### config.mk
export PLATFORM = sky130hd
export DESIGN_NAME = spm_core_arbiter_flat
export DESIGN_NICKNAME = d
export VERILOG_FILES = /design/src/hw/spm_pkg.sv /design/src/hw/spm_req_if.sv /design/src/hw/spm_core_arbiter.sv /design/src/hw/spm_fixed_prio_arb.sv /design/src/flat_wrapper.sv
export SDC_FILE = /design/constraint.sdc
export NUM_CORES = 1
export LEC_CHECK = 0
export ABC_CLOCK_PERIOD_IN_PS = 3250
export BUFFER_PORTS_ARGS = -buffer_cell sky130_fd_sc_hd__buf_4
export CORE_AREA = 2 2 116 118
export CTS_CLUSTER_SIZE = 16
export DETAILED_ROUTE_END_ITERATION = 10
export DIE_AREA = 0 0 118 120
export PLACE_DENSITY = 0.48
export SKIP_CTS_REPAIR_TIMING = 1
export SYNTH_ARGS = -nofsm -noshare
export SYNTH_HDL_FRONTEND = slang
export SYNTH_SLANG_ARGS = --single-unit
### constraint.sdc
create_clock -name clk_i -period 3.25 [get_ports clk_i]
set_input_delay 0.4875 -clock clk_i [delete_from_list [all_inputs] [get_ports clk_i]]
set_output_delay 0.4875 -clock clk_i [all_outputs]
set_load 0.03 [all_outputs]
### src/hw/spm_pkg.sv
package spm_pkg;

    // Number of requesters sharing the scratchpad
    localparam int unsigned NREQ = 3;

    // Identifier widths
    localparam int unsigned SID_W = 2;
    localparam int unsigned TID_W = 4;

    // Address split, low index in the request and tag one cycle later
    localparam int unsigned IDX_W = 4;
    localparam int unsigned TAG_W = 4;
    localparam int unsigned ADDR_W = TAG_W + IDX_W;

    // Data path
    localparam int unsigned DATA_W = 32;
    localparam int unsigned BE_W = DATA_W / 8;

    // Array depth, one word per address
    localparam int unsigned NWORDS = 1 << ADDR_W;

    // Operation
    typedef enum logic {
        LOAD  = 1'b0,
        STORE = 1'b1
    } spm_op_e;

    typedef logic [SID_W-1:0] spm_sid_t;
    typedef logic [TID_W-1:0] spm_tid_t;
    typedef logic [TAG_W-1:0] spm_tag_t;

    // First phase of a request
    typedef struct packed {
        spm_op_e             op;
        logic [IDX_W-1:0]    idx;
        logic [BE_W-1:0]     be;
        logic [DATA_W-1:0]   wdata;
        spm_sid_t            sid;
        spm_tid_t            tid;
    } spm_req_t;

    // Response
    // rdata is zero for stores
    typedef struct packed {
        logic [DATA_W-1:0]   rdata;
        spm_sid_t            sid;
        spm_tid_t            tid;
        spm_op_e             op;
    } spm_rsp_t;

endpackage
### src/hw/spm_req_if.sv
`timescale 1ns/1ps

interface spm_req_if;

    // First phase, granted request
    logic                 valid;
    logic                 ready;
    spm_pkg::spm_req_t    req;

    // Second phase, one cycle after the transfer
    logic                 abort;
    spm_pkg::spm_tag_t    tag;

    // Arbiter side
    modport arb (
        output valid,
        output req,
        output abort,
        output tag,
        input  ready
    );

    // Store side
    modport store (
        input  valid,
        input  req,
        input  abort,
        input  tag,
        output ready
    );

endinterface

### src/hw/spm_core_arbiter.sv
`timescale 1ns/1ps

module spm_core_arbiter (
    input  logic                clk_i,
    input  logic                rst_ni,

    // Requesters, first phase
    input  logic                core_req_valid_i [spm_pkg::NREQ-1:0],
    output logic                core_req_ready_o [spm_pkg::NREQ-1:0],
    input  spm_pkg::spm_req_t   core_req_i       [spm_pkg::NREQ-1:0],

    // Requesters, second phase
    input  logic                core_req_abort_i [spm_pkg::NREQ-1:0],
    input  spm_pkg::spm_tag_t   core_req_tag_i   [spm_pkg::NREQ-1:0],

    // Responses from the store
    input  logic                store_rsp_valid_i,
    input  spm_pkg::spm_rsp_t   store_rsp_i,

    // Responses to the requesters
    output logic                core_rsp_valid_o [spm_pkg::NREQ-1:0],
    output spm_pkg::spm_rsp_t   core_rsp_o,

    // Granted request towards the store
    spm_req_if.arb              arb_o
);

    logic [spm_pkg::NREQ-1:0]             valid_vec;
    logic [spm_pkg::NREQ-1:0]             gnt_d;
    logic [spm_pkg::NREQ-1:0]             gnt_q;
    logic [$bits(spm_pkg::spm_req_t)-1:0] req_acc;
    logic [spm_pkg::TAG_W-1:0]            tag_acc;
    logic                                 abort_acc;

    // Pack valids for the arbiter, ready only to the winner
    always_comb begin
        for (int i = 0; i < spm_pkg::NREQ; i++) begin
            valid_vec[i]        = core_req_valid_i[i];
            core_req_ready_o[i] = gnt_d[i] & arb_o.ready;
        end
    end

    spm_fixed_prio_arb u_prio_arb (
        .clk_i   (clk_i),
        .rst_ni  (rst_ni),
        .req_i   (valid_vec),
        .ready_i (arb_o.ready),
        .gnt_o   (gnt_d)
    );

    // One-hot AND-OR select
    // Request by current grant, abort and tag by last transfer
    always_comb begin
        req_acc   = '0;
        tag_acc   = '0;
        abort_acc = 1'b0;
        for (int i = 0; i < spm_pkg::NREQ; i++) begin
            req_acc   = req_acc | ({$bits(spm_pkg::spm_req_t){gnt_d[i]}} & core_req_i[i]);
            tag_acc   = tag_acc | ({spm_pkg::TAG_W{gnt_q[i]}} & core_req_tag_i[i]);
            abort_acc = abort_acc | (gnt_q[i] & core_req_abort_i[i]);
        end
    end

    assign arb_o.valid = |gnt_d;
    assign arb_o.req   = spm_pkg::spm_req_t'(req_acc);
    assign arb_o.tag   = tag_acc;
    assign arb_o.abort = abort_acc;

    // Who transferred on this edge, used for the tag phase
    always_ff @(posedge clk_i or negedge rst_ni) begin
        if (!rst_ni) begin
            gnt_q <= '0;
        end else begin
            gnt_q <= gnt_d & {spm_pkg::NREQ{arb_o.ready}};
        end
    end

    // Route response valid by source id, data shared
    always_comb begin
        for (int i = 0; i < spm_pkg::NREQ; i++) begin
            core_rsp_valid_o[i] = store_rsp_valid_i && (store_rsp_i.sid == spm_pkg::SID_W'(i));
        end
    end

    assign core_rsp_o = store_rsp_i;

    // Requester keeps valid until accepted
    for (genvar g = 0; g < spm_pkg::NREQ; g++) begin : g_valid_chk
        a_valid_hold: assert property (
            @(posedge clk_i) disable iff (!rst_ni)
            (core_req_valid_i[g] && !core_req_ready_o[g]) |=> core_req_valid_i[g]
        );
    end

endmodule

### src/hw/spm_fixed_prio_arb.sv
`timescale 1ns/1ps

module spm_fixed_prio_arb (
    input  logic                     clk_i,
    input  logic                     rst_ni,
    input  logic [spm_pkg::NREQ-1:0] req_i,
    input  logic                     ready_i,
    output logic [spm_pkg::NREQ-1:0] gnt_o
);

    logic [spm_pkg::NREQ-1:0] pick;
    logic [spm_pkg::NREQ-1:0] held_gnt_q;
    logic                     hold_q;

    // Lowest index wins
    always_comb begin
        pick = '0;
        for (int i = 0; i < spm_pkg::NREQ; i++) begin
            if (req_i[i] && (pick == '0)) begin
                pick[i] = 1'b1;
            end
        end
    end

    // Keep the previous grant while it was not accepted
    assign gnt_o = hold_q ? held_gnt_q : pick;

    always_ff @(posedge clk_i or negedge rst_ni) begin
        if (!rst_ni) begin
            hold_q     <= 1'b0;
            held_gnt_q <= '0;
        end else begin
            // Pending grant stalled by downstream
            hold_q     <= (|gnt_o) && !ready_i;
            held_gnt_q <= gnt_o;
        end
    end

    // At most one winner
    a_gnt_onehot: assert property (
        @(posedge clk_i) disable iff (!rst_ni)
        $onehot0(gnt_o)
    );

    // Stalled grant stays put, its requester still waiting
    a_gnt_stable: assert property (
        @(posedge clk_i) disable iff (!rst_ni)
        ((|gnt_o) && !ready_i) |=> ((gnt_o & req_i) == $past(gnt_o))
    );

endmodule

### src/flat_wrapper.sv
// flat-port wrapper written by rule: the top's interface ports become plain ports
module spm_core_arbiter_flat 
  (clk_i, rst_ni, core_req_valid_i, core_req_ready_o, core_req_i, core_req_abort_i, core_req_tag_i, store_rsp_valid_i, store_rsp_i, core_rsp_valid_o, core_rsp_o, arb_o_valid, arb_o_req, arb_o_abort, arb_o_tag, arb_o_ready);
  spm_req_if arb_o_i ();
  input  logic clk_i;
  input  logic rst_ni;
  input  logic core_req_valid_i[spm_pkg::NREQ-1:0];
  output logic core_req_ready_o[spm_pkg::NREQ-1:0];
  input  spm_pkg::spm_req_t core_req_i[spm_pkg::NREQ-1:0];
  input  logic core_req_abort_i[spm_pkg::NREQ-1:0];
  input  spm_pkg::spm_tag_t core_req_tag_i[spm_pkg::NREQ-1:0];
  input  logic store_rsp_valid_i;
  input  spm_pkg::spm_rsp_t store_rsp_i;
  output logic core_rsp_valid_o[spm_pkg::NREQ-1:0];
  output spm_pkg::spm_rsp_t core_rsp_o;
  output wire logic [$bits(arb_o_i.valid)-1:0] arb_o_valid;
  output wire logic [$bits(arb_o_i.req)-1:0] arb_o_req;
  output wire logic [$bits(arb_o_i.abort)-1:0] arb_o_abort;
  output wire logic [$bits(arb_o_i.tag)-1:0] arb_o_tag;
  input wire logic [$bits(arb_o_i.ready)-1:0] arb_o_ready;
  assign arb_o_valid = arb_o_i.valid;
  assign arb_o_req = arb_o_i.req;
  assign arb_o_abort = arb_o_i.abort;
  assign arb_o_tag = arb_o_i.tag;
  assign arb_o_i.ready = arb_o_ready;
  spm_core_arbiter u_core (.clk_i(clk_i), .rst_ni(rst_ni), .core_req_valid_i(core_req_valid_i), .core_req_ready_o(core_req_ready_o), .core_req_i(core_req_i), .core_req_abort_i(core_req_abort_i), .core_req_tag_i(core_req_tag_i), .store_rsp_valid_i(store_rsp_valid_i), .store_rsp_i(store_rsp_i), .core_rsp_valid_o(core_rsp_valid_o), .core_rsp_o(core_rsp_o), .arb_o(arb_o_i));
endmodule
# == Yosys cells after proc, flatten, opt, wreduce, memory -nomap -nowiden ==
# Index checks and enable logic that the tools add are counted.
# totals
reg_bits,7
in_bits,202
output_inout_bits,98
word_cells,39
# op_classes
n_eq_ne,2
n_mux,4
n_bitwise,20
n_reduce_logical,10
# ops
op,n
$and A47 B47 Y47,3
$or A47 B47 Y47,2
$and A4 B4 Y4,3
$or A4 B4 Y4,2
$and A1 B1 Y1,6
$logic_and A1 B1 Y1,6
$logic_not A2 Y1,2
$and A3 B3 Y3,1
$mux W1,3
$mux W3,1
$reduce_or A3 Y1,1
$eq A2 B1 Y1 const B,1
$eq A2 B2 Y1 const B,1
$or A1 B1 Y1,2
$logic_not A1 Y1,1
$not A1 Y1,1

# == Depth between registers and ports, before layout ==
# Gate-level depths: netlist (run 1).
# depth
word_depth,11
ltp_mapped,6
depth_no_buf,3

# == By module ==
# A second synthesis (run 1) with hierarchy kept.
# hier_totals
cells_unflattened,182
hier_area_um2,1396.3
# modules_own_cells
module,n_inst,cells_per_inst,area_per_inst_um2,seq_area_each_um2
spm_core_arbiter,1,168,1219.9,75.1
spm_fixed_prio_arb,1,14,176.4,100.1

# == Least setup slack after synthesis (run 1) ==
# Ideal clock, no wire load.
# synth_path
path_kind,input to output
start,in core_req_valid_i[1] (netlist bit)
end,out arb_o_req[0]
t_arrival_ns,1.531
t_required_ns,2.762
path_slack_ns,1.231
cell_stages,3
path_buffers,1
path_cell_list,o41ai_4 > buf_6 > a221o_1
# synth_via
elab_chain_cells,8
elab_cells_between_ends,10
classes_between,mux (3); bitwise (4); reduce/logical (3)
# synth_rtl
item,line,rtl
from (decl),flat_wrapper.sv:7,input logic core_req_valid_i[spm_pkg::NREQ-1:0];
$logic_and A1 B1 Y1 *,spm_fixed_prio_arb.sv:19,if (req_i[i] && (pick == '0)) begin
$mux W1 *,spm_fixed_prio_arb.sv:19,
$logic_not A2 Y1,spm_fixed_prio_arb.sv:19,
$logic_and A1 B1 Y1,spm_fixed_prio_arb.sv:19,
$mux W1,spm_fixed_prio_arb.sv:19,
$mux W3 *,spm_fixed_prio_arb.sv:26,assign gnt_o = hold_q ? held_gnt_q : pick;
$and A47 B47 Y47,spm_core_arbiter.sv:58,req_acc = req_acc | ({$bits(spm_pkg::spm_req_t){gnt_d[i]}} & core_req_i[i]);
$or A47 B47 Y47 *,spm_core_arbiter.sv:58,
to (decl),flat_wrapper.sv:17,output wire logic [$bits(arb_o_i.req)-1:0] arb_o_req;
# Every way passes the cells marked *; elsewhere a longest branch is shown, timed or not.

# == Worst setup path after layout (run 1) ==
# layout_path
start,reg u_core.u_prio_arb.hold_q
end,out arb_o_req[0]
# layout_via
elab_chain_cells,4
elab_cells_between_ends,6
classes_between,mux (1); bitwise (5)
# layout_rtl
item,line,rtl
from (decl),spm_fixed_prio_arb.sv:13,logic hold_q;
from (signal assigned),spm_fixed_prio_arb.sv:34,hold_q <= (|gnt_o) && !ready_i;
$mux W3 *,spm_fixed_prio_arb.sv:26,
$and A47 B47 Y47,spm_core_arbiter.sv:58,
$or A47 B47 Y47,spm_core_arbiter.sv:58,
$or A47 B47 Y47 *,spm_core_arbiter.sv:58,
# Marked as above.

==> metrics.txt, run 1 <==
outcome complete, no violations; num rows 42; CP Class reg -> out; WP buf/inv 2; Die Y roughly 120 um; Peak VDD IR between 0.1 and 0.15 mV; CTS Root Cell clkbuf_16; final core utilization 0.2477; Synth Instances 185; CTS clk-pin slew, worst paths around 40 ps; clock skew about 2 ps; Post-synth EDFFs 0; Final Slew Violations 0; Post-Place Cells about 540; Pint approximately 630 uW; first-pass GRT wire length between 10000 and 15000 um; initial antenna violation count 0; layout cells sized above 1 0.6521; largest family of logic cells by synthesized area compound AO/OA/AOI/OAI gates; die width 118 um; area of the multi-input gates a little under 1000 um2; Net Sw Power roughly 460 uW; DR WL/cell ~13 um; DR vias between 2k and 2.5k; Max Freq approximately 370 MHz; 1st-pass router iterations 7; total wire length just over 7000 um; GPL Wtd Cong between 0.7 and 0.8; Synth cell types 22; fin crit share 0.8282; Synth Area in Simple Gates 0.2298; Total GRT Usage 0.09257; syn_area_per_cell about 8.6 um2; # IOs 300; area delta synth->final 101.6%; register share of total power 0.098; post-route ant nets 0; Total Die Area approximately 14000 um2; clock latency reported for the late side of the worst-skew pair around 230 ps; htree depth 1; DR vias/cell 4.015; switching share of power 0.4217; Synth Area in XOR/XNOR 0; design area 3216 um2; CP startpoint kind flop; Max-slew headroom 0.5820; Reg area between 150 and 200 um2; vias in the first global route around 2.2k; synthesized area approximately 1600 um2; Comb pwr share 0.710; complex-gate fraction of the synthesized area 0.3584; fin cells about 540; TritonCTS Buffers 3; flops & latches, synth 7; setup TNS 0 ps; critical path data arrival time around 2200 ps; Starting Density 0.1229; Hold WC Path Type in -> async; crit path cell chain mux2i_4 > buf_12 > nor2b_1 > a221o_1 > buf_4; ant diodes 0; CTS tree built; fraction of the yosys area taken by sequential cells 0.1098; Worst-Margin Slew about 600 ps; Post-synth top flop dfrtp_1; pin count of the biggest net entering global routing 29; Post-Synth Adder-Cell Area 0; nets in the synthesized netlist 387; post-layout min period approximately 2700 ps; final setup fails 0; Fin Hold WS between 60 and 70 ps; Iteration-0 DRC Markers a little over 90; worst setup margin 558.4 ps; Power Density 337.3 nW/um2; placed cell area roughly 3100 um2; Crit path largest cell delay about 640 ps; Clk pwr share 0.192; Critical Path Sink Type output port; total of max-cap violations 0; CP max FO 28; delay-heaviest family, CP multiplexers; CTS max path bufs 2; DRC violations left 0; Worst path slowest cell mux2i_4; leakage power around 1.6 nW; worst slack at placement 722.5 ps; fill cell count ~1.4k; WP data required 2760 ps; unrepaired setup endpoints after global routing false; port bufs around 230; Post-synth ARST share 1.000; floorplan core area ~13000 um2; Overall Power between 1 and 1.5 mW; multiplexer area fraction after synthesis 0.01412; Final Hold Viols 0; Ys Warns 0; Sink Count 7; GRT overflow 0; Post-layout nets roughly 570
placed cells by master, fill, tap and decap left out, drive strengths merged, types with 2 or more instances in the layout:
cell type | netlist | routed
and3b | 2 | 2
nand2 | 2 | 2
a222oi | 5 | 5
and2 | 2 | 2
nor2b | 48 | 48
inv | 7 | 7
a221o | 47 | 47
dfrtp | 7 | 7
clkbuf | 2 | 4
buf | 53 | 231
final timing paths:
path | depth (start not counted) | start | endpoint | slack, ps
worst max-delay path | 5 | u_core.u_prio_arb.hold_q$_DFF_PN0_ | arb_o_req[0] | 560
worst min-delay path | 1 | rst_ni | u_core.u_prio_arb.held_gnt_q[0]$_DFF_PN0_ | 60
worst max register to register | 3 | u_core.u_prio_arb.hold_q$_DFF_PN0_ | u_core.gnt_q[0]$_DFF_PN0_ | 1620
worst min register to register | 3 | u_core.u_prio_arb.held_gnt_q[1]$_DFF_PN0_ | u_core.u_prio_arb.hold_q$_DFF_PN0_ | 720
max in group asynchronous | 1 | rst_ni | u_core.gnt_q[0]$_DFF_PN0_ | 3070
min in group clk_i | 2 | arb_o_ready | u_core.gnt_q[2]$_DFF_PN0_ | 520
logic make-up after synthesis:
family                 Yosys count
buffers and inverters           62
AOI/OAI and AO/OA               56
DFF                              7
and+or+nand+nor                 59
muxes                            1
routing by layer:
metal / vias up / global-route usage / wire [um]
met2: 169 / 0.1722 / 3618
met4: 0 / 0.03313 / 191
met3: 22 / 0.02519 / 757
met5: - / 0 / 0
met1: 954 / 0.1002 / 2540
li1: 1027 / - / -
area by class of cell:
cell class | count | area share
multi-input cells | 116 | 0.3012
inverters | 7 | 0.008171
well taps | 176 | 0.06848
clock buffers | 4 | 0.02451
repair buffers | 231 | 0.5432
flip-flops and latches | 7 | 0.05447
power groups by stage:
stage / clock network [mW] / logic, mW / registers (mW)
2_1_floorplan: 0 / 0.530 / 0.102
3_3_place_gp: 0 / 0.779 / 0.107
3_5_place_dp: 0 / 0.780 / 0.107
4_1_cts: 0.211 / 0.781 / 0.106
5_1_grt: 0.219 / 0.821 / 0.107
6_report: 0.208 / 0.770 / 0.106
cell usage after synthesis (2+ instances only):
master / number / area share
buf_6: 10 / 0.071
and3b_1: 2 / 0.011
dfrtp_1: 7 / 0.11
clkbuf_1: 2 / 0.0047
buf_2: 4 / 0.013
nor2b_1: 48 / 0.19
nand2_1: 2 / 0.0047
a222oi_1: 5 / 0.031
a221o_1: 47 / 0.29
and2_1: 2 / 0.0078
buf_4: 39 / 0.18
inv_1: 7 / 0.016
sequential cells by signal, indices dropped and copies added, names as in the netlist:
| name | count |
|---|---|
| u_core.gnt_q | 3 |
| u_core.u_prio_arb.held_gnt_q | 3 |
| u_core.u_prio_arb.hold_q | 1 |
worst register-to-register path: cells and delay by family, from the launching register on:
| kind | cells | cell delay [ps] |
|---|---|---|
| buf+inv | 1 | 250 |
| simple gates | 1 | 60 |
| mux | 1 | 640 |
| flops | 1 | 560 |
Power figures use the tool's default switching activity.
==> inputs of run 2 (changes only) <==
--- a/config.mk
+++ b/config.mk
@@ -5,13 +5,13 @@
 export SDC_FILE = /design/constraint.sdc
 export NUM_CORES = 1
 export LEC_CHECK = 0
-export ABC_CLOCK_PERIOD_IN_PS = 3250
+export ABC_CLOCK_PERIOD_IN_PS = 2400
 export BUFFER_PORTS_ARGS = -buffer_cell sky130_fd_sc_hd__buf_4
 export CORE_AREA = 2 2 116 118
 export CTS_CLUSTER_SIZE = 16
 export DETAILED_ROUTE_END_ITERATION = 10
 export DIE_AREA = 0 0 118 120
-export PLACE_DENSITY = 0.48
+export PLACE_DENSITY = 0.49
 export SKIP_CTS_REPAIR_TIMING = 1
 export SYNTH_ARGS = -nofsm -noshare
 export SYNTH_HDL_FRONTEND = slang
==> constraint.sdc (replaced) <==
create_clock -name clk_i -period 2.4 [get_ports clk_i]
set_input_delay 0.36 -clock clk_i [delete_from_list [all_inputs] [get_ports clk_i]]
set_output_delay 0.36 -clock clk_i [all_outputs]
set_load 0.03 [all_outputs]
==> metrics.txt, run 2 (synthesis results as in run 1) <==
Power Density 453.4 nW/um2 (was 337.3 nW/um2); area delta synth->final 101.6% (about the same); Comb pwr share 0.710 (about the same); Worst-Margin Slew 342.8 ps (was 613.9 ps); Largest regs u_core.gnt_q x3, u_core.u_prio_arb.held_gnt_q x3, u_core.u_prio_arb.hold_q x1 (unchanged); Iteration-0 DRC Markers 64 (was 92); CTS Root Cell clkbuf_16 (unchanged); CP Class reg -> out (unchanged); GRT overflow 0 (unchanged); DR vias/cell 3.959 (was 4.015); fin crit share 0.9307; Hold WC Path Type in -> reg (was in -> async); post-route ant nets 0 (unchanged); unrepaired setup endpoints after global routing false (unchanged); Net Sw Power 614.5 uW (was 457.3 uW); DR vias 2150 (was 2172); Worst path slowest cell dfrtp_2 (was mux2i_4); Sink Count 7 (unchanged); leakage power 1.640 nW (was 1.641 nW); Reg area 176.4 um2 (was 175.2 um2); # IOs 300 (unchanged); Starting Density 0.1229 (unchanged); Post-layout nets 569 (was 568); GPL Wtd Cong 0.7168 (was 0.7718); CP max FO 29 (was 28); critical path data arrival time 1870 ps (was 2200 ps); WP data required 2040 ps (was 2760 ps); CTS tree built (unchanged); Total GRT Usage 0.09175 (was 0.09257); clock latency reported for the late side of the worst-skew pair 230 ps (about the same); total of max-cap violations 0 (unchanged); Pint 844.1 uW (was 627.2 uW); vias in the first global route 2164 (was 2165); outcome complete, no violations (unchanged); crit-path most repeated cell buf_4; TritonCTS Buffers 3 (unchanged); most frequent cells in the layout buf_4, nor2b_1, a221o_1, inv_1, dfrtp_1 (unchanged); final setup fails 0 (unchanged); initial antenna violation count 1 (was 0); port bufs 225 (unchanged); post-layout min period 2234 ps; most common cell after layout, fill and taps aside buf_4 (unchanged); Clk pwr share 0.191 (was 0.192); worst setup margin 166.3 ps (was 558.4 ps); Max Freq ~450 MHz; fill cell count 1415 (was 1426); pin count of the biggest net entering global routing 30 (was 29); htree depth 1 (unchanged); num rows 42 (unchanged); die width 118 um (unchanged); 1st-pass router iterations 5 (was 7); CTS max path bufs 2 (unchanged); Crit path largest cell delay 480 ps (was 640 ps); CP startpoint kind flop (unchanged); Final Slew Violations 0 (unchanged); Peak VDD IR 0.1760 mV (was 0.1008 mV); Die Y 120 um (unchanged); dpl hpwl 5969 um; worst slack at placement 237.5 ps (was 722.5 ps); DR WL/cell 13.19 um (was 13.14 um); final core utilization 0.2478 (was 0.2477); Final Hold Viols 0 (unchanged); clock skew 0.9392 ps (was 2.008 ps); floorplan core area 12980 um2 (unchanged); CTS clk-pin slew, worst paths 30 ps (was 40 ps); Critical Path Sink Type output port (unchanged); crit path cell chain mux2i_4 > buf_4 > nor2b_1 > a221o_1 > buf_4 (was mux2i_4 > buf_12 > nor2b_1 > a221o_1 > buf_4); Total Die Area 14160 um2 (unchanged); layout cells sized above 1 0.6530 (was 0.6521); area of the multi-input gates 968.4 um2 (unchanged); DRC violations left 0 (unchanged); register share of total power 0.099 (was 0.098); first-pass GRT wire length 10670 um (was 10780 um); switching share of power 0.4213 (was 0.4217); total wire length 7164 um (was 7108 um); Max-slew headroom 0.7714 (was 0.5820)
[run 2: cell types whose count changed in the layout (fill, tap and decap cells not counted)]
cell           before  now
buf_12              1    0
buf_4             230  231
dfrtp_1             7    6
dfrtp_2             0    1
diode_2             0    1
dlygate4sd3_1       0    1
[run 2: worst paths after layout]
kind	from	to	slack, ps	cells after the start
hold reg to reg	u_core.u_prio_arb.held_gnt_q[1]$_DFF_PN0_	u_core.u_prio_arb.hold_q$_DFF_PN0_	750	3
hold / removal	arb_o_ready	u_core.gnt_q[2]$_DFF_PN0_	400	2
setup / recovery	u_core.u_prio_arb.hold_q$_DFF_PN0_	arb_o_req[46]	170	5
max in group asynchronous	rst_ni	u_core.u_prio_arb.hold_q$_DFF_PN0_	1770	2
min in group asynchronous	rst_ni	u_core.gnt_q[2]$_DFF_PN0_	500	2
setup reg to reg	u_core.u_prio_arb.hold_q$_DFF_PN0_	u_core.u_prio_arb.hold_q$_DFF_PN0_	1090	3
[run 2: per-layer routing]
metal	share of wire	GRT usage	wire (um)	vias up
met2	0.55	0.1820	3909	128
met3	0.090	0.02234	645	20
met4	0.025	0.03916	178	0
li1	-	-	-	1030
met1	0.34	0.08955	2429	972
met5	0	0	0	-
[run 2: area by class of cell]
class / count / share of cell area
Timing Repair Buffer: 232 / 0.5422
Multi-Input combinational cell: 116 / 0.3010
Tap cell: 176 / 0.06846
Sequential cell: 7 / 0.05484
Clock buffer: 4 / 0.02450
Inverter: 7 / 0.008168
Antenna cell: 1 / 0.0007779
[run 2: power groups by stage]
stage | sequential, mW | combinational [mW] | clock [mW]
4_1_cts | 0.144 | 1.05 | 0.285
6_report | 0.145 | 1.04 | 0.278
3_3_place_gp | 0.145 | 1.04 | 0
3_5_place_dp | 0.146 | 1.05 | 0
2_1_floorplan | 0.138 | 0.717 | 0
5_1_grt | 0.146 | 1.10 | 0.293
[run 2: critical path: cells and delay by family, from the launching register on]
| family | cells | cell delay (ps) |
|---|---|---|
| mux | 1 | 260 |
| flops | 1 | 480 |
| compound gates | 1 | 280 |
| buf+inv | 2 | 500 |
| simple gates | 1 | 120 |
[run 2: through the flow]
stage | setup TNS (ps) | hold slack (ps) | instance area, um2 | power [mW] | instances
final | 0 | 398.7 | 3217 | 1.459 | 543
after global routing | 0 | 398.0 | 3214 | 1.540 | 542
after CTS | -21.19 | -63.55 | 3203 | 1.479 | 541
after detailed placement | 0 | 176.3 | 3124 | 1.193 | 537
after global placement | 0 | 173.7 | 3124 | 1.188 | 537
after floorplan | 0 | 64.41 | 1595 | 0.8549 | 185
==> inputs of run 3 (changes only) <==
--- a/config.mk
+++ b/config.mk
@@ -5,14 +5,16 @@
 export SDC_FILE = /design/constraint.sdc
 export NUM_CORES = 1
 export LEC_CHECK = 0
+export ABC_AREA = 1
 export ABC_CLOCK_PERIOD_IN_PS = 2400
 export BUFFER_PORTS_ARGS = -buffer_cell sky130_fd_sc_hd__buf_4
-export CORE_AREA = 2 2 116 118
+export CORE_AREA = 2 2 117 119
 export CTS_CLUSTER_SIZE = 16
 export DETAILED_ROUTE_END_ITERATION = 10
-export DIE_AREA = 0 0 118 120
-export PLACE_DENSITY = 0.49
+export DIE_AREA = 0 0 119 121
+export PLACE_DENSITY = 0.48
 export SKIP_CTS_REPAIR_TIMING = 1
 export SYNTH_ARGS = -nofsm -noshare
 export SYNTH_HDL_FRONTEND = slang
+export SYNTH_HIERARCHICAL = 1
 export SYNTH_SLANG_ARGS = --single-unit
==> metrics.txt, run 3 <==
fin crit share 0.8325 (was 0.9307); Largest regs u_core/gnt_q x3, u_core/u_prio_arb/held_gnt_q x3, u_core/u_prio_arb/hold_q x1 (was u_core.gnt_q x3, u_core.u_prio_arb.held_gnt_q x3, u_core.u_prio_arb.hold_q x1); FF-to-FF setup slack 1200 ps (was 1090 ps); Synth Instances 303 (was 185); GRT overflow 0 (unchanged); flops & latches, synth 7 (unchanged); Sink Count 7 (unchanged); switching share of power 0.4557 (was 0.4213); dpl hpwl 6762 um (was 5969 um); DR vias/cell 3.891 (was 3.959); Die Y 121 um (was 120 um); Power Density 457.6 nW/um2 (was 453.4 nW/um2); htree depth 1 (unchanged); Max-slew headroom 0.7701 (was 0.7714); setup TNS 0 ps (unchanged); Total Die Area 14400 um2 (was 14160 um2); Final Hold Viols 0 (unchanged); CP startpoint kind flop (unchanged); CP Class reg -> out (unchanged); fill cell count 1483 (was 1415); Critical Path Sink Type output port (unchanged); post-route ant nets 0 (unchanged); top post-synthesis cells by area nand2_1, buf_4, nand3_1, dfrtp_1, inv_1 (was a221o_1, nor2b_1, buf_4, dfrtp_1, buf_6); WP data required 2040 ps (about the same); synthesized area 1538 um2 (was 1595 um2); initial antenna violation count 0 (was 1); vias in the first global route 2597 (was 2164); Fin Hold WS 334.2 ps (was 398.7 ps); FF-to-FF Start u_core/u_prio_arb/hold_q$_DFF_PN0_ (was u_core.u_prio_arb.hold_q$_DFF_PN0_); Peak VDD IR 0.1605 mV (was 0.1760 mV); WHS Path Cells 2 (unchanged); clock skew 0.2692 ps (was 0.9392 ps); layout cells sized above 1 0.4887 (was 0.6530); syn_area_per_cell 5.075 um2 (was 8.623 um2); area leader, netlist nand2_1 (was a221o_1); worst slack at placement 581.4 ps (was 237.5 ps); Hold WC Path Type in -> reg (unchanged); Post-synth top flop dfrtp_1 (unchanged); Overall Power 1.465 mW (was 1.459 mW); outcome complete, no violations (unchanged); Worst-Margin Slew 344.8 ps (was 342.8 ps); Max Freq 500.5 MHz (was 447.7 MHz); Synth cell types 10 (was 22); first-pass GRT wire length 12470 um (was 10670 um); Post-Synth Adder-Cell Area 0 (unchanged); CTS tree built (unchanged); complex-gate fraction of the synthesized area 0 (was 0.3584); Total GRT Usage 0.1049 (was 0.09175); reg2reg end u_core/u_prio_arb/hold_q$_DFF_PN0_ (was u_core.u_prio_arb.hold_q$_DFF_PN0_); CTS Root Cell clkbuf_16 (unchanged); largest family of logic cells by synthesized area simple AND/OR/NAND/NOR gates (was compound AO/OA/AOI/OAI gates); Final Slew Violations 0 (unchanged); fraction of the yosys area taken by sequential cells 0.1139 (was 0.1098); area delta synth->final 108.2% (was 101.6%); Reg2Reg Depth 6 (was 3); multiplexer area fraction after synthesis 0 (was 0.01412); pin count of the biggest net entering global routing 31 (was 30); Net Sw Power 667.7 uW (was 614.5 uW); total wire length 8072 um (was 7164 um); Starting Density 0.1175 (was 0.1229); register share of total power 0.096 (was 0.099); Worst Setup SP u_core/u_prio_arb/hold_q$_DFF_PN0_ (was u_core.u_prio_arb.hold_q$_DFF_PN0_); Post-synth EDFFs 0 (unchanged); clock latency reported for the late side of the worst-skew pair 220 ps (was 230 ps); # IOs 300 (unchanged); most common cell in the netlist nand2_1 (was nor2b_1); Post-synth top cells nand2_1, nand3_1, buf_4, inv_1, buf_2 (was nor2b_1, a221o_1, buf_4, buf_6); CP max FO 29 (unchanged); post-layout min period 1998 ps (was 2234 ps); DR WL/cell 12.21 um (was 13.19 um); num rows 42 (unchanged); GPL Wtd Cong 0.7552 (was 0.7168); ant diodes 0 (was 1); most common cell after layout, fill and taps aside buf_4 (unchanged); Comb pwr share 0.717 (was 0.710); Synth Area in XOR/XNOR 0 (unchanged); 1st-pass router iterations 6 (was 5); HP Start arb_o_ready (unchanged); CTS max path bufs 2 (unchanged); termination of the worst setup path arb_o_req[14] (was arb_o_req[46]); worst setup margin 402.1 ps (was 166.3 ps); TritonCTS Buffers 3 (unchanged); post-synth top area share 0.4125 (was 0.2949); Clk pwr share 0.188 (was 0.191); total of max-cap violations 0 (unchanged); Post-layout nets 688 (was 569); DRC violations left 0 (unchanged); Synth Area in Simple Gates 0.6111 (was 0.2298); final setup fails 0 (unchanged); Pint 797.5 uW (was 844.1 uW); unrepaired setup endpoints after global routing false (unchanged); nets in the synthesized netlist 505 (was 387); floorplan core area 13090 um2 (was 12980 um2); most frequent cells in the layout buf_4, nand2_1, nand3_1, inv_1, dfrtp_1 (was buf_4, nor2b_1, a221o_1, inv_1, dfrtp_1); die width 119 um (was 118 um); Post-synth ARST share 1.000 (unchanged); Ys Warns 6 (was 0); CTS clk-pin slew, worst paths 30 ps (about the same); DR vias 2572 (was 2150); critical path data arrival time 1640 ps (was 1870 ps); port bufs 225 (unchanged); leakage power 1.805 nW (was 1.640 nW); Iteration-0 DRC Markers 82 (was 64)
## run 3: cell families (layout without fill, tap and decap cells)
family	Yosys count	count (layout)
buffers and inverters	65	247
flip-flops	7	7
AND/OR/NAND/NOR	231	231
## run 3: cell type report
class | count | area (um2) | share of cell area
Multi-Input combinational cell | 231 | 942.2 | 0.2943
Tap cell | 176 | 220.2 | 0.06878
Clock buffer | 4 | 78.83 | 0.02462
Sequential cell | 7 | 175.2 | 0.05471
Inverter | 11 | 41.29 | 0.01290
Timing Repair Buffer | 232 | 1744 | 0.5447
## run 3: worst max-delay path, stage by stage, from the launching register on
cell and delay (ps):
dfrtp_1 410, nor2_2 130, nand2_1 90, nand2_2 70, buf_4 310, nand2_1 90
nand3_1 130, buf_4 180
## run 3: metrics by stage
stage / util / cells / cell area, um2
3_5_place_dp: 0.2379 / 656 / 3113
4_1_cts: 0.2439 / 660 / 3192
6_report: 0.2447 / 661 / 3202
5_1_grt: 0.2447 / 661 / 3202
3_3_place_gp: 0.2379 / 656 / 3113
2_1_floorplan: - / 303 / 1538
## run 3: worst min-delay path by stage
| stage | to | slack (ps) |
|---|---|---|
| 2_1_floorplan | u_core/gnt_q[0]$_DFF_PN0_ | 60 |
| 3_3_place_gp | u_core/gnt_q[0]$_DFF_PN0_ | 180 |
| 3_5_place_dp | u_core/gnt_q[0]$_DFF_PN0_ | 180 |
| 4_1_cts | u_core/u_prio_arb/held_gnt_q[0]$_DFF_PN0_ | -60 |
| 5_1_grt | u_core/u_prio_arb/hold_q$_DFF_PN0_ | 330 |
| 6_report | u_core/u_prio_arb/hold_q$_DFF_PN0_ | 330 |
## run 3: routing by layer
layer	up-vias	wire length, um	track usage
met3	24	721	0.02632
met4	0	204	0.03720
li1	1261	-	-
met2	159	4213	0.2033
met1	1128	2932	0.1085
met5	-	0	0
## run 3: power groups by stage
stage | sequential (mW) | combinational [mW] | clock (mW)
after floorplan | 0.138 | 0.674 | 0
after CTS | 0.141 | 1.06 | 0.280
after global routing | 0.142 | 1.13 | 0.290
after detailed placement | 0.142 | 1.06 | 0
after global placement | 0.142 | 1.06 | 0
final | 0.140 | 1.05 | 0.275
